--- src/rtl/ft_cfg.svh ---
/*
 * Build-time settings of the FT2232 FIFO model.
 * Included by the outbound and inbound machines and by the testbench
 * model, so both sides agree on packet shape and gap lengths.
 */
`ifndef FT_CFG_SVH
`define FT_CFG_SVH

// ======================================================================
// Outbound stream shape
// ======================================================================

// Data packets sent between the start and the stop command
`define FT_DATA_PACKETS_COUNT 8'd2

// Payload bytes per outbound data packet
`define FT_DATA_PACKET_PAYLOAD 6'd16

// ======================================================================
// FIFO gap lengths in clock cycles
// ======================================================================

// RXF# high time, imitates an empty receive FIFO
`define FT_OUT_EMPTY_CYCLES 8'd3

// TXE# high time, imitates a full transmit FIFO
`define FT_IN_FULL_CYCLES 8'd2

// Test number sent after the start command, 3 is test_receive_send
`define FT_TEST_NUMBER 8'd3

`endif

--- src/rtl/ft_proto_pkg.sv ---
/*
 * Host-link protocol types shared by the FIFO model machines.
 * A bus byte is either a command header or a raw payload byte, and the
 * union below lets the same byte be read either way.
 */
package ft_proto_pkg;

    // Command codes in the two top bits of a header byte
    // Inbound 00 and 10 are not valid and end the test
    typedef enum logic [1:0] {
        cmd_test_start   = 2'b00,
        cmd_test_data    = 2'b01,
        cmd_test_stop    = 2'b10,
        cmd_test_stopped = 2'b11
    } ft_cmd_e;

    // Header layout
    typedef struct packed {
        ft_cmd_e    cmd;
        logic [5:0] count;
    } ft_cmd_s;

    // One bus byte, decoded as header or payload
    typedef union packed {
        ft_cmd_s    hdr;
        logic [7:0] data;
    } ft_byte_u;

    // Test numbers carried as the start command payload
    typedef enum logic [7:0] {
        test_send         = 8'd1,
        test_receive      = 8'd2,
        test_receive_send = 8'd3
    } ft_test_e;

    // Error code of a clean stop
    localparam logic [7:0] error_none = 8'd0;

endpackage

--- src/rtl/ft_state_pkg.sv ---
/*
 * State encodings of the outbound sequencer and the inbound checker.
 */
package ft_state_pkg;

    // Outbound byte sequencer
    typedef enum logic [2:0] {
        out_start_cmd     = 3'd0,
        out_start_payload = 3'd1,
        out_data_cmd      = 3'd2,
        out_data_payload  = 3'd3,
        out_stop_cmd      = 3'd4,
        out_idle          = 3'd5
    } ft_out_state_e;

    // Inbound command parser
    typedef enum logic [1:0] {
        in_cmd     = 2'd0,
        in_payload = 2'd1,
        in_idle    = 2'd3
    } ft_in_state_e;

endpackage

--- src/rtl/ft_bus_if.sv ---
/*
 * Byte bus and host strobes shared inside the FIFO model.
 * The top level fills rx_byte and the strobes from the pins; the
 * outbound machine supplies the byte that goes onto the pads.
 */
`timescale 1ns/1ns

interface ft_bus_if;

    // Byte seen on the pads while the host drives them
    logic [7:0] rx_byte;
    // Byte offered to the host while OE# is low
    logic [7:0] tx_byte;

    // Host strobes, all active low
    logic       oe_n;
    logic       rd_n;
    logic       wr_n;

    // Receive side of the chip, host reads
    modport out_side (
        input  oe_n,
        input  rd_n,
        output tx_byte
    );

    // Transmit side of the chip, host writes
    modport in_side (
        input rx_byte,
        input oe_n,
        input wr_n
    );

endinterface

--- src/rtl/ft_out_stream.sv ---
/*
 * Outbound byte sequencer of the FT2232 model.
 * Sends the start command and test number, then the configured data
 * packets and a stop command. RXF# is dropped for a short gap twice per
 * packet; halt from the inbound side closes the stream for good.
 */
`timescale 1ns/1ns

`include "ft_cfg.svh"

module ft_out_stream (
    input  logic               fifo_clk_i,
    input  logic               ft2232_reset_n_i,
    input  logic               halt_i,
    ft_bus_if.out_side         bus,
    output logic               rxf_n_o
);

    ft_state_pkg::ft_out_state_e state;

    logic [7:0] packets_left;
    logic [5:0] payload_left;
    logic [7:0] data_cnt;
    logic [7:0] gap_cnt;
    logic       rxf_q;

    logic       xfer;
    logic [7:0] next_byte;
    logic [5:0] remaining;

    // Packs a command header into one bus byte
    function automatic logic [7:0] mk_header(input ft_proto_pkg::ft_cmd_e cmd,
                                             input logic [5:0] count);
        ft_proto_pkg::ft_byte_u b;
        b.hdr.cmd = cmd;
        b.hdr.count = count;
        return b.data;
    endfunction

    // Halt closes the FIFO in the same cycle it shows up
    assign rxf_n_o = rxf_q | halt_i;

    assign xfer = ~rxf_n_o & ~bus.oe_n & ~bus.rd_n;

    // Payload bytes left once the current transfer is done
    assign remaining = payload_left - 6'd1;

    // ==================================================================
    // Byte offered at the next transfer
    // ==================================================================
    always_comb begin
        case (state)
            ft_state_pkg::out_start_cmd:
                next_byte = mk_header(ft_proto_pkg::cmd_test_start, 6'd1);
            ft_state_pkg::out_start_payload:
                next_byte = `FT_TEST_NUMBER;
            ft_state_pkg::out_data_cmd:
                next_byte = mk_header(ft_proto_pkg::cmd_test_data, `FT_DATA_PACKET_PAYLOAD);
            ft_state_pkg::out_data_payload:
                next_byte = data_cnt;
            ft_state_pkg::out_stop_cmd:
                next_byte = mk_header(ft_proto_pkg::cmd_test_stop, 6'd0);
            default:
                next_byte = 8'h00;
        endcase
    end

    always_ff @(posedge fifo_clk_i, negedge ft2232_reset_n_i) begin
        if (!ft2232_reset_n_i) begin
            bus.tx_byte <= 8'h00;
        end else if (xfer) begin
            bus.tx_byte <= next_byte;
        end
    end

    // ==================================================================
    // Sequencer and empty-gap timer
    // ==================================================================
    always_ff @(posedge fifo_clk_i, negedge ft2232_reset_n_i) begin
        if (!ft2232_reset_n_i) begin
            state <= ft_state_pkg::out_start_cmd;
            packets_left <= 8'd0;
            payload_left <= 6'd0;
            data_cnt <= 8'd0;
            gap_cnt <= 8'd0;
            rxf_q <= 1'b0;
        end else if (halt_i) begin
            state <= ft_state_pkg::out_idle;
            rxf_q <= 1'b1;
        end else if (xfer) begin
            case (state)
                ft_state_pkg::out_start_cmd: begin
                    packets_left <= `FT_DATA_PACKETS_COUNT;
                    data_cnt <= 8'd0;
                    state <= ft_state_pkg::out_start_payload;
                end

                ft_state_pkg::out_start_payload: begin
                    if (`FT_TEST_NUMBER == ft_proto_pkg::test_receive ||
                            `FT_TEST_NUMBER == ft_proto_pkg::test_receive_send) begin
                        state <= ft_state_pkg::out_data_cmd;
                    end else begin
                        // test_send ends the stream here
                        state <= ft_state_pkg::out_idle;
                        rxf_q <= 1'b1;
                    end
                end

                ft_state_pkg::out_data_cmd: begin
                    payload_left <= `FT_DATA_PACKET_PAYLOAD;
                    state <= ft_state_pkg::out_data_payload;
                end

                ft_state_pkg::out_data_payload: begin
                    data_cnt <= data_cnt + 8'd1;
                    payload_left <= remaining;
                    if (payload_left == 6'd1) begin
                        packets_left <= packets_left - 8'd1;
                        if (packets_left == 8'd1) begin
                            state <= ft_state_pkg::out_stop_cmd;
                        end else begin
                            state <= ft_state_pkg::out_data_cmd;
                        end
                    end
                    // Empty FIFO at the half and quarter marks
                    if (`FT_OUT_EMPTY_CYCLES != 8'd0 &&
                            (remaining == `FT_DATA_PACKET_PAYLOAD / 2 ||
                             remaining == `FT_DATA_PACKET_PAYLOAD / 4)) begin
                        rxf_q <= 1'b1;
                        gap_cnt <= `FT_OUT_EMPTY_CYCLES;
                    end
                end

                ft_state_pkg::out_stop_cmd: begin
                    state <= ft_state_pkg::out_idle;
                    rxf_q <= 1'b1;
                end

                default: begin
                    rxf_q <= 1'b1;
                end
            endcase
        end else if (rxf_q && state != ft_state_pkg::out_idle) begin
            gap_cnt <= gap_cnt - 8'd1;
            if (gap_cnt == 8'd1) begin
                rxf_q <= 1'b0;
            end
        end
    end

endmodule

--- src/flat_wrapper.sv ---
// flat-port wrapper written by rule: the top's interface ports become plain ports
module ft_out_stream_flat 
  (fifo_clk_i, ft2232_reset_n_i, halt_i, rxf_n_o, bus_oe_n, bus_rd_n, bus_tx_byte);
  ft_bus_if bus_i ();
  input  logic fifo_clk_i;
  input  logic ft2232_reset_n_i;
  input  logic halt_i;
  output logic rxf_n_o;
  input wire logic [$bits(bus_i.oe_n)-1:0] bus_oe_n;
  input wire logic [$bits(bus_i.rd_n)-1:0] bus_rd_n;
  output wire logic [$bits(bus_i.tx_byte)-1:0] bus_tx_byte;
  assign bus_i.oe_n = bus_oe_n;
  assign bus_i.rd_n = bus_rd_n;
  assign bus_tx_byte = bus_i.tx_byte;
  ft_out_stream u_core (.fifo_clk_i(fifo_clk_i), .ft2232_reset_n_i(ft2232_reset_n_i), .halt_i(halt_i), .bus(bus_i), .rxf_n_o(rxf_n_o));
endmodule
--- config.mk ---
export PLATFORM = sky130hd
export DESIGN_NAME = ft_out_stream_flat
export DESIGN_NICKNAME = d
export VERILOG_FILES = /design/src/rtl/ft_proto_pkg.sv /design/src/rtl/ft_state_pkg.sv /design/src/rtl/ft_bus_if.sv /design/src/rtl/ft_out_stream.sv /design/src/flat_wrapper.sv
export VERILOG_INCLUDE_DIRS = /design/src /design/src/rtl
export SDC_FILE = /design/constraint.sdc
export NUM_CORES = 1
export LEC_CHECK = 0
export BUFFER_PORTS_ARGS = -buffer_cell sky130_fd_sc_hd__buf_2
export CAP_MARGIN = 20
export CORE_MARGIN = 1
export CORE_UTILIZATION = 43
export DETAILED_ROUTE_END_ITERATION = 10
export PLACE_DENSITY_LB_ADDON = 0.3
export SKIP_LAST_GASP = 1
export SYNTH_ARGS = -nofsm -noshare
export SYNTH_HDL_FRONTEND = slang
export SYNTH_SLANG_ARGS = --single-unit
--- constraint.sdc ---
create_clock -name fifo_clk_i -period 2.6 [get_ports fifo_clk_i]
set_clock_uncertainty 0.2 [all_clocks]
set_input_delay 0.52 -clock fifo_clk_i [delete_from_list [all_inputs] [get_ports fifo_clk_i]]
set_output_delay 0.52 -clock fifo_clk_i [all_outputs]
set_load 0.02 [all_outputs]
### Word level (Yosys, flattened, before mapping)

Index checks and enable logic that the tools add are counted.

* bits in registers: 42
* input bits: 5
* output and inout port bits: 9
* logic and storage cells: 71

* add/subtract/negate cells: 4
* equal/unequal tests: 16
* mux-type cells: 20
* bitwise logic cells: 7
* reduce and logical (&&, ||, !) cells: 17

Operators by type and width (number)
* two-way mux 8 bit: 5
* one-hot mux 8 bit (5 select lines): 1
* one-hot mux 8 bit (2 select lines): 2
* equality test 8 x 1 -> 1 bit (second input constant): 2
* subtractor 8 x 1 -> 8 bit (second input constant): 2
* one-hot mux 3 bit (5 select lines): 1
* two-way mux 3 bit: 4
* one-hot mux 6 bit (2 select lines): 1
* AND reduction 4 bit: 3
* AND reduction 3 bit: 3
* adder 8 x 1 -> 8 bit (second input constant): 1
* nonzero test 2 bit: 4
* equality test 3 x 2 -> 1 bit (second input constant): 2
* equality test 6 x 1 -> 1 bit (second input constant): 1
* equality test 6 x 3 -> 1 bit (second input constant): 1
* equality test 6 x 4 -> 1 bit (second input constant): 1
* != test 3 bit (second input constant): 2
* nonzero test 3 bit: 2
* nonzero test 6 bit: 1
* subtractor 6 x 1 -> 6 bit (second input constant): 1
* two-way mux 1 bit: 5
* != test 2 bit (second input constant): 2
* != test 4 bit (second input constant): 1
* NOT 1 bit: 4
* other kinds (11): 12

### Longest topological paths before layout

Gate-level depths: netlist (run 1).

* depth after elaboration: 7
* depth in mapped cells: 7
* gate-level depth less buffers: 6

### Least setup slack after synthesis (run 1)

Ideal clock, no wire load.

* path type: input port to flip-flop
* start point: in halt_i
* end point: reg u_core.packets_left[6]
* library setup time: 0.066 ns
* data arrival time: 2.110 ns
* path slack: 0.224 ns
* cell stages on the path: 5
* buffers on the path: 1
* cell sequence: buf_4 or4_1 or4_1 or4_1 nand2_1

* cells in the longest elaborated chain, start to end: 5

Ends and longest elaborated chain
* from (decl): line flat_wrapper.sv:7 `input logic halt_i;`
* OR 1 bit: line ft_out_stream.sv:41 `assign rxf_n_o = rxf_q | halt_i;`
* NOT 1 bit: line ft_out_stream.sv:43 `assign xfer = ~rxf_n_o & ~bus.oe_n & ~bus.rd_n;`
* AND 1 bit (2 in series): line ft_out_stream.sv:43
* AND reduction 4 bit (no line) *
* to (signal assigned): line ft_out_stream.sv:93 `` packets_left <= `FT_DATA_PACKETS_COUNT; ``
* to (signal assigned): line ft_out_stream.sv:118 `packets_left <= packets_left - 8'd1;`
* to (decl): line ft_out_stream.sv:21 `logic [7:0] packets_left;`

Mark *: on every way between the ends. The rest lies on a longest branch, timed or not.
A chain may end at the register's enable or synchronous reset.

### Final worst setup path (run 1)

* start point: reg u_core.payload_left[0]
* end point: reg u_core.rxf_q

* cells in the longest elaborated chain, start to end: 5

Ends and longest elaborated chain
* from (decl): line ft_out_stream.sv:22 `logic [5:0] payload_left;`
* from (signal assigned): line ft_out_stream.sv:110 `` payload_left <= `FT_DATA_PACKET_PAYLOAD; ``
* from (signal assigned): line ft_out_stream.sv:116 `payload_left <= remaining;`
* subtractor 6 x 1 -> 6 bit *: line ft_out_stream.sv:46 `assign remaining = payload_left - 6'd1;`
* equality test 6 x 4 -> 1 bit or equality test 6 x 3 -> 1 bit (tied branches): line ft_out_stream.sv:127, ft_out_stream.sv:128
* logical OR 1 bit *: line ft_out_stream.sv:127 `` (remaining == `FT_DATA_PACKET_PAYLOAD / 2 || ``
* != test 4 bit (no line) *
* AND reduction 4 bit (no line) *
* to (signal assigned): line ft_out_stream.sv:129 `rxf_q <= 1'b1;`
* to (signal assigned): line ft_out_stream.sv:136 `rxf_q <= 1'b1;`
* to (signal assigned): line ft_out_stream.sv:140 `rxf_q <= 1'b1;`
* to (decl): line ft_out_stream.sv:25 `logic rxf_q;`

Marks and branches as above.

==> results of run 1 <==
cells in the mapped netlist, drive strengths merged, types with 2 or more instances:
cell type	count	share of area, %
or3	5	1.2
nor4	5	1.8
nand3	12	2.4
nor3b	2	0.59
clkbuf	13	1.9
nor4b	2	0.94
ha	7	3.5
or2	3	0.74
and3	2	0.49
nor2b	2	0.49
o211ai	11	3.3
o21ai	14	2.8
nand4	5	1.2
a31oi	4	0.99
a22o	6	2.1
o221a	3	1.3
nor2	9	1.3
or4	15	4.4
nand2b	2	0.49
a21o	3	0.89
a221oi	2	0.69
a21oi	10	2.0
dfrtp	42	42
mux2i	10	4.0
o31ai	7	2.1
nand3b	2	0.59
nor3	6	1.4
inv	15	2.2
nand2	31	4.6
a32o	4	1.6
buf	2	0.49
metrics by stage:
| stage | setup slack, ns | instances | hold slack [ns] | power, mW |
|---|---|---|---|---|
| 6_report | 0.220 | 363 | 0.0834 | 1.30 |
| 5_1_grt | 0.0934 | 363 | 0.136 | 1.35 |
| 4_1_cts | 0.214 | 363 | 0.106 | 1.32 |
| 3_5_place_dp | 0.0993 | 355 | 0.258 | 0.780 |
| 3_3_place_gp | 0.164 | 355 | 0.259 | 0.776 |
| 2_1_floorplan | 0.224 | 273 | 0.0244 | 0.742 |
final timing paths:
check                                       start                      to  slack, ns  cells after the start
max reg2reg                u_core.payload_left[0]            u_core.rxf_q       0.22                      7
max in group asynchronous        ft2232_reset_n_i       u_core.gap_cnt[0]       1.72                      2
min in group fifo_clk_i     u_core.bus.tx_byte[4]   u_core.bus.tx_byte[4]       0.28                      2
min reg2reg                 u_core.bus.tx_byte[4]   u_core.bus.tx_byte[4]       0.28                      2
min                              ft2232_reset_n_i  u_core.payload_left[2]       0.08                      2
max                        u_core.payload_left[0]            u_core.rxf_q       0.22                      7
cells by family (layout without fill, tap and decap cells):
kind of cell               after synthesis  after routing  share of synthesized area [%]
and+or+nand+nor                        108            108                           24.4
buffers and inverters                   31             49                           4.79
xor gates and xnor gates                 2              2                          0.692
DFF                                     42             42                           41.5
AOI/OAI and AO/OA                       72             72                           20.8
adders and majority gates                7              7                           3.46
muxes                                   11             11                           4.40
power by group through the flow:
stage	clock [mW]	combinational [mW]	sequential, mW
global placement	0	0.0818	0.695
CTS	0.549	0.0846	0.682
finish	0.537	0.0828	0.682
detailed placement	0	0.0842	0.695
global route	0.567	0.0938	0.685
floorplan	0	0.0463	0.696
layer usage:
| layer | global-route usage, % | part of all wire, % | vias up |
|---|---|---|---|
| met1 | 28.7 | 48 | 1052 |
| met5 | 0 | 0 | - |
| li1 | - | - | 1073 |
| met4 | 7.78 | 1.4 | 0 |
| met3 | 4.25 | 4.4 | 9 |
| met2 | 31.4 | 46 | 45 |
cell usage in the layout (no fill, tap or decap), types with 5 or more instances in the layout:
master / count
buf_2: 13
o21ai_0: 14
or3_1: 5
nor3_1: 5
a22o_1: 6
nand2_1: 31
mux2i_1: 10
nand4_1: 5
buf_4: 12
a21oi_1: 10
ha_1: 7
dfrtp_1: 42
clkbuf_8: 5
o211ai_1: 11
or4_1: 15
o31ai_1: 7
nor2_1: 9
inv_1: 15
nand3_1: 12
worst max-delay path: stages (launching register included):
cell     delay (ns)
dfrtp_1        0.44
inv_1          0.15
ha_1           0.25
nor3b_1        0.37
mux2i_1        0.12
nor4b_2        0.17
buf_4          0.18
o41a_1         0.37
state kept, by name, indices dropped and copies added (netlist names):
name,count
u_core.state,3
u_core.packets_left,8
u_core.gap_cnt,8
u_core.payload_left,6
u_core.bus.tx_byte,8
u_core.data_cnt,8
u_core.rxf_q,1
cell type report:
| type | instances | area (sq um) | share of cell area (%) |
|---|---|---|---|
| multi-input cells | 200 | 1360 | 48.1 |
| flip-flops and latches | 42 | 1050 | 37.1 |
| inverters | 16 | 60.1 | 2.12 |
| repair buffers | 25 | 155 | 5.48 |
| clock buffers | 5 | 68.8 | 2.43 |
| clock inverters | 3 | 45.0 | 1.59 |
| well taps | 72 | 90.1 | 3.18 |
==> flow_summary.toml, run 1 <==
[critical_path]
start_kind = "flop"
cp.arrival_ns = 2.36
cp_max_fo = 9
critPathCaptureType = "flop"
required_ns = 2.58
critPathKind = "reg2reg"

[route]
vias_per_cell = 6.00
drtIter0Drc = 133
routed-via-count = 2179
dr.pass1.iters = 4
drc = 0
wl_per_cell_um = 16.0
wirelength_um = 5800
ant_nets = 0

[clock_tree]
numCtsBuffers = 5
clock_sinks = 42
hold_buffers = 0
cts_resized = 0
cts_setup_buffers = 0
cts_tree = "built"
clkLatencyLatePin_ns = 0.30
cts_buffer_depth = 2
path_clk_slew_ns = 0.09
cts.htree.levels = 2
cts-root-buf = "clkbuf_8"

[synth]
synth_cell_types = 52
syn_avg_cell_area_sq_um = 9.28
syn_nets = 285
ys_seq_elements = 42
synth-main-ff-cell = "dfrtp_1"
mappedNetlistArea_sq_mm = 0.00253
yosysWarnings = 0
synthArstFlopShare_pct = 100
synth_edf_count = 0
syn_inst = 273
yosysSeqAreaShare_pct = 41.5

[floorplanning]
die_x_um = 78.7
num_rows = 27
io_pins = 14
start_util_pct = 45.2
die_h_um = 78.7
core_sq_mm = 0.00561
design.die.area_sq_mm = 0.00620

[layout]
drive_gt1_share_pct = 15.5
final_core_util_pct = 50.5
fillers = 537
final_cell_area_sq_mm = 0.00283
diodes = 0
fin_nets = 302
syn_to_final_growth_pct = 11.8

[power]
combinationalPowerShare_pct = 6.4
p_leak_nw = 1.11
cellPowerDensity_mw_per_mm2 = 460
ir_worst_vdd_mv = 0.196
power.net_switching_mw = 0.315
clockPowerShare_pct = 41.2
p_int_mw = 0.987
seqPwrFrac_pct = 52.4
switching_share_pct = 24.2

[global_routing]
antenna_found_initial = 0
grt_max_degree = 43
grt_pass1_wl_um = 10000
grt-ovfl-total = 0
first_global_vias = 2057
track_usage_pct = 20.6

[timing]
period_share_pct = 91.5
hold_viol = 0
worst_pin_slew_ns = 0.852
setup_violations = 0
relSlewSlack_pct = 42.9
rsz0062_at_grt = "false"
fmax_mhz = 420
slew_viol_final = 0
fin_crit_ns = 2.38
setup_tns_ns = 0

[run]
maxCapViolCount = 0

[placed_design]
place_area_sq_mm = 0.00272
dp_hpwl_um = 4030
portBuffers = 13
gp_congestion = 0.790

[outcome]
status = "finished clean"

[hold_path]
min_path_type = "in2async"
Note: power is estimated with default switching activity, not from simulation.
==> run 2, diff against run 1 <==
ABC_AREA = 1   (was unset)
GPL_TIMING_DRIVEN = 0   (was unset)
==> run 2 against run 1 <==
Sequential cell count unchanged. Routed wire length decreased by 19%. Die area is 6.6% lower. Critical endpoint is now u_core.gap_cnt[6]. Clock power down 19%. Fmax up 19%. Highest routed layer unchanged. Synthesized cell count is 12% higher. Register-to-register slack gained 0.38 ns. Clock-buffer cell count rose by 2. Combinational power rose to 5.5 times the previous value.
==> flow_summary.toml, run 2 <==
[route]
routed-via-count = 2025
dr.pass1.iters = 4
drtIter0Drc = 100
drc = 0
wirelength_um = 4730
ant_nets = 0
vias_per_cell = 5.11
wl_per_cell_um = 11.9

[power]
ir_worst_vdd_mv = 0.310
seqPwrFrac_pct = 48.5
p_int_mw = 1.15
switching_share_pct = 34.0
power.net_switching_mw = 0.590
combinationalPowerShare_pct = 26.4
cellPowerDensity_mw_per_mm2 = 666
p_leak_nw = 1.32
clockPowerShare_pct = 25.1
total_power_mw = 1.73

[synth]
synth_cell_types = 31
ys_top_cells_by_count = "nand2_1 (72), dfrtp_1 (42), nor2_1 (42)"
synth_area_leaders = "dfrtp_1 (45%), nand2_1 (11%), nor2_1 (6.7%)"
synth_edf_count = 0
syn_nets = 317
synthArstFlopShare_pct = 100
yosysMostFrequentCell = "nand2_1"
yosysWarnings = 0
mappedNetlistArea_sq_mm = 0.00236
synth-main-ff-cell = "dfrtp_1"
syn_inst = 305
ys_seq_elements = 42
syn_avg_cell_area_sq_um = 7.74
yosysSeqAreaShare_pct = 44.5
synth_top_cell_by_area = "dfrtp_1"
synth_top_area_share_pct = 44.5

[clock_tree]
cts-root-buf = "clkbuf_8"
cts_resized = 0
clkLatencyLatePin_ns = 0.29
hold_buffers = 0
cts.htree.levels = 2
numCtsBuffers = 5
cts_tree = "built"
cts_setup_buffers = 0
cts_buffer_depth = 2
clock_sinks = 42
path_clk_slew_ns = 0.08

[placed_design]
dp.cells = 388
portBuffers = 13
gp_congestion = 0.814
dp_hpwl_um = 3420

[global_routing]
grt-ovfl-total = 0
antenna_found_initial = 0
track_usage_pct = 18.0
grt_max_degree = 43
first_global_vias = 1888
grt_pass1_wl_um = 8430

[floorplanning]
design.die.area_sq_mm = 0.00579
start_util_pct = 45.3
die_x_um = 76.1
io_pins = 14
num_rows = 26
die_h_um = 76.1
core_sq_mm = 0.00520

[timing]
rsz0062_at_grt = "false"
slew_viol_final = 0
holdWs_ns = 0.158
worst_pin_slew_ns = 0.936
period_share_pct = 76.8
fmax_mhz = 501
fin_crit_ns = 2.00
setup_tns_ns = 0
relSlewSlack_pct = 37.6
setup_violations = 0
hold_viol = 0

[critical_path]
cp.arrival_ns = 1.98
required_ns = 2.59
critPathCaptureType = "flop"
start_kind = "flop"
critPathKind = "reg2reg"
path_common_cell = "nand2_1"
cpMaxStageDelayCell = "dfrtp_1"
critPathMaxStageDelay_ns = 0.40
cp_max_fo = 9
worstPathCellList = "nor2_1 > nand2_2 > nor2_4 > nand2_1 > nand2_1 > nand2_1 > inv_2 > nand2_4 > nand2_1 > nand2_1"

[layout]
layout_common_cells = "nand2_1 (72), nor2_1 (42), dfrtp_1 (42)"
diodes = 0
drive_gt1_share_pct = 10.7
fin_nets = 337
layout.cells.non_filler = 396
syn_to_final_growth_pct = 10.3
fillers = 512
final_common_cell = "nand2_1"

[hold_path]
min_path_type = "in2async"

[run]
maxCapViolCount = 0

[outcome]
status = "finished clean"
## run 2: cell families (layout without fill, tap and decap cells)
family,Yosys count,after routing,synth area share [%]
simple gates,162,162,30.2
compound gates,43,43,10.7
flops,42,42,44.5
buf+inv,41,62,7.21
xor+xnor,10,10,3.71
fa+ha+maj,7,7,3.71
## run 2: final timing paths
check / endpoint / cells after the start / slack [ns] / startpoint
min in group fifo_clk_i: u_core.bus.tx_byte[4] / 2 / 0.29 / u_core.bus.tx_byte[4]
worst min register to register: u_core.bus.tx_byte[4] / 2 / 0.29 / u_core.bus.tx_byte[4]
worst max-delay path: u_core.gap_cnt[6] / 10 / 0.60 / u_core.rxf_q
worst min-delay path: u_core.gap_cnt[4] / 1 / 0.16 / ft2232_reset_n_i
worst max register to register: u_core.gap_cnt[6] / 10 / 0.60 / u_core.rxf_q
max in group asynchronous: u_core.state[2] / 1 / 1.45 / ft2232_reset_n_i
## run 2: stage by stage
stage	utilization, %	cell area (sq um)	setup slack (ns)
finish	50.0	2600	0.603
global route	50.0	2600	0.408
CTS	50.0	2600	0.577
detailed placement	48.3	2510	0.335
global placement	48.3	2510	0.339
floorplan	-	2360	0.828
## run 2: metal layers
layer / track usage, % / up-vias / share of wire, %
li1: - / 1036 / -
met1: 24.9 / 945 / 50
met2: 29.1 / 39 / 46
met3: 3.23 / 5 / 3.6
met4: 5.19 / 0 / 0.76
met5: 0 / - / 0
## run 2: power by group through the flow
stage / Sequential (mW) / Clock (mW) / Combinational [mW]
floorplan: 0.847 / 0 / 0.351
global placement: 0.849 / 0 / 0.448
detailed placement: 0.853 / 0 / 0.457
CTS: 0.840 / 0.447 / 0.461
global route: 0.855 / 0.473 / 0.534
finish: 0.842 / 0.435 / 0.458
## run 2: final cells by class
class	instances	area [sq um]	area share, %
well taps	70	87.6	3.36
multi-input cells	222	1140	43.7
clock buffers	7	86.3	3.32
clock inverters	1	5.00	0.192
flip-flops and latches	42	1050	40.4
repair buffers	13	65.1	2.50
inverters	37	139	5.33
plain buffers	4	31.3	1.20
## run 2: worst max-delay path: cells and delay by family, from the launching register on
kind,cells,cell delay [ns]
buffers and inverters,1,0.17
DFF,1,0.40
and+or+nand+nor,9,1.13
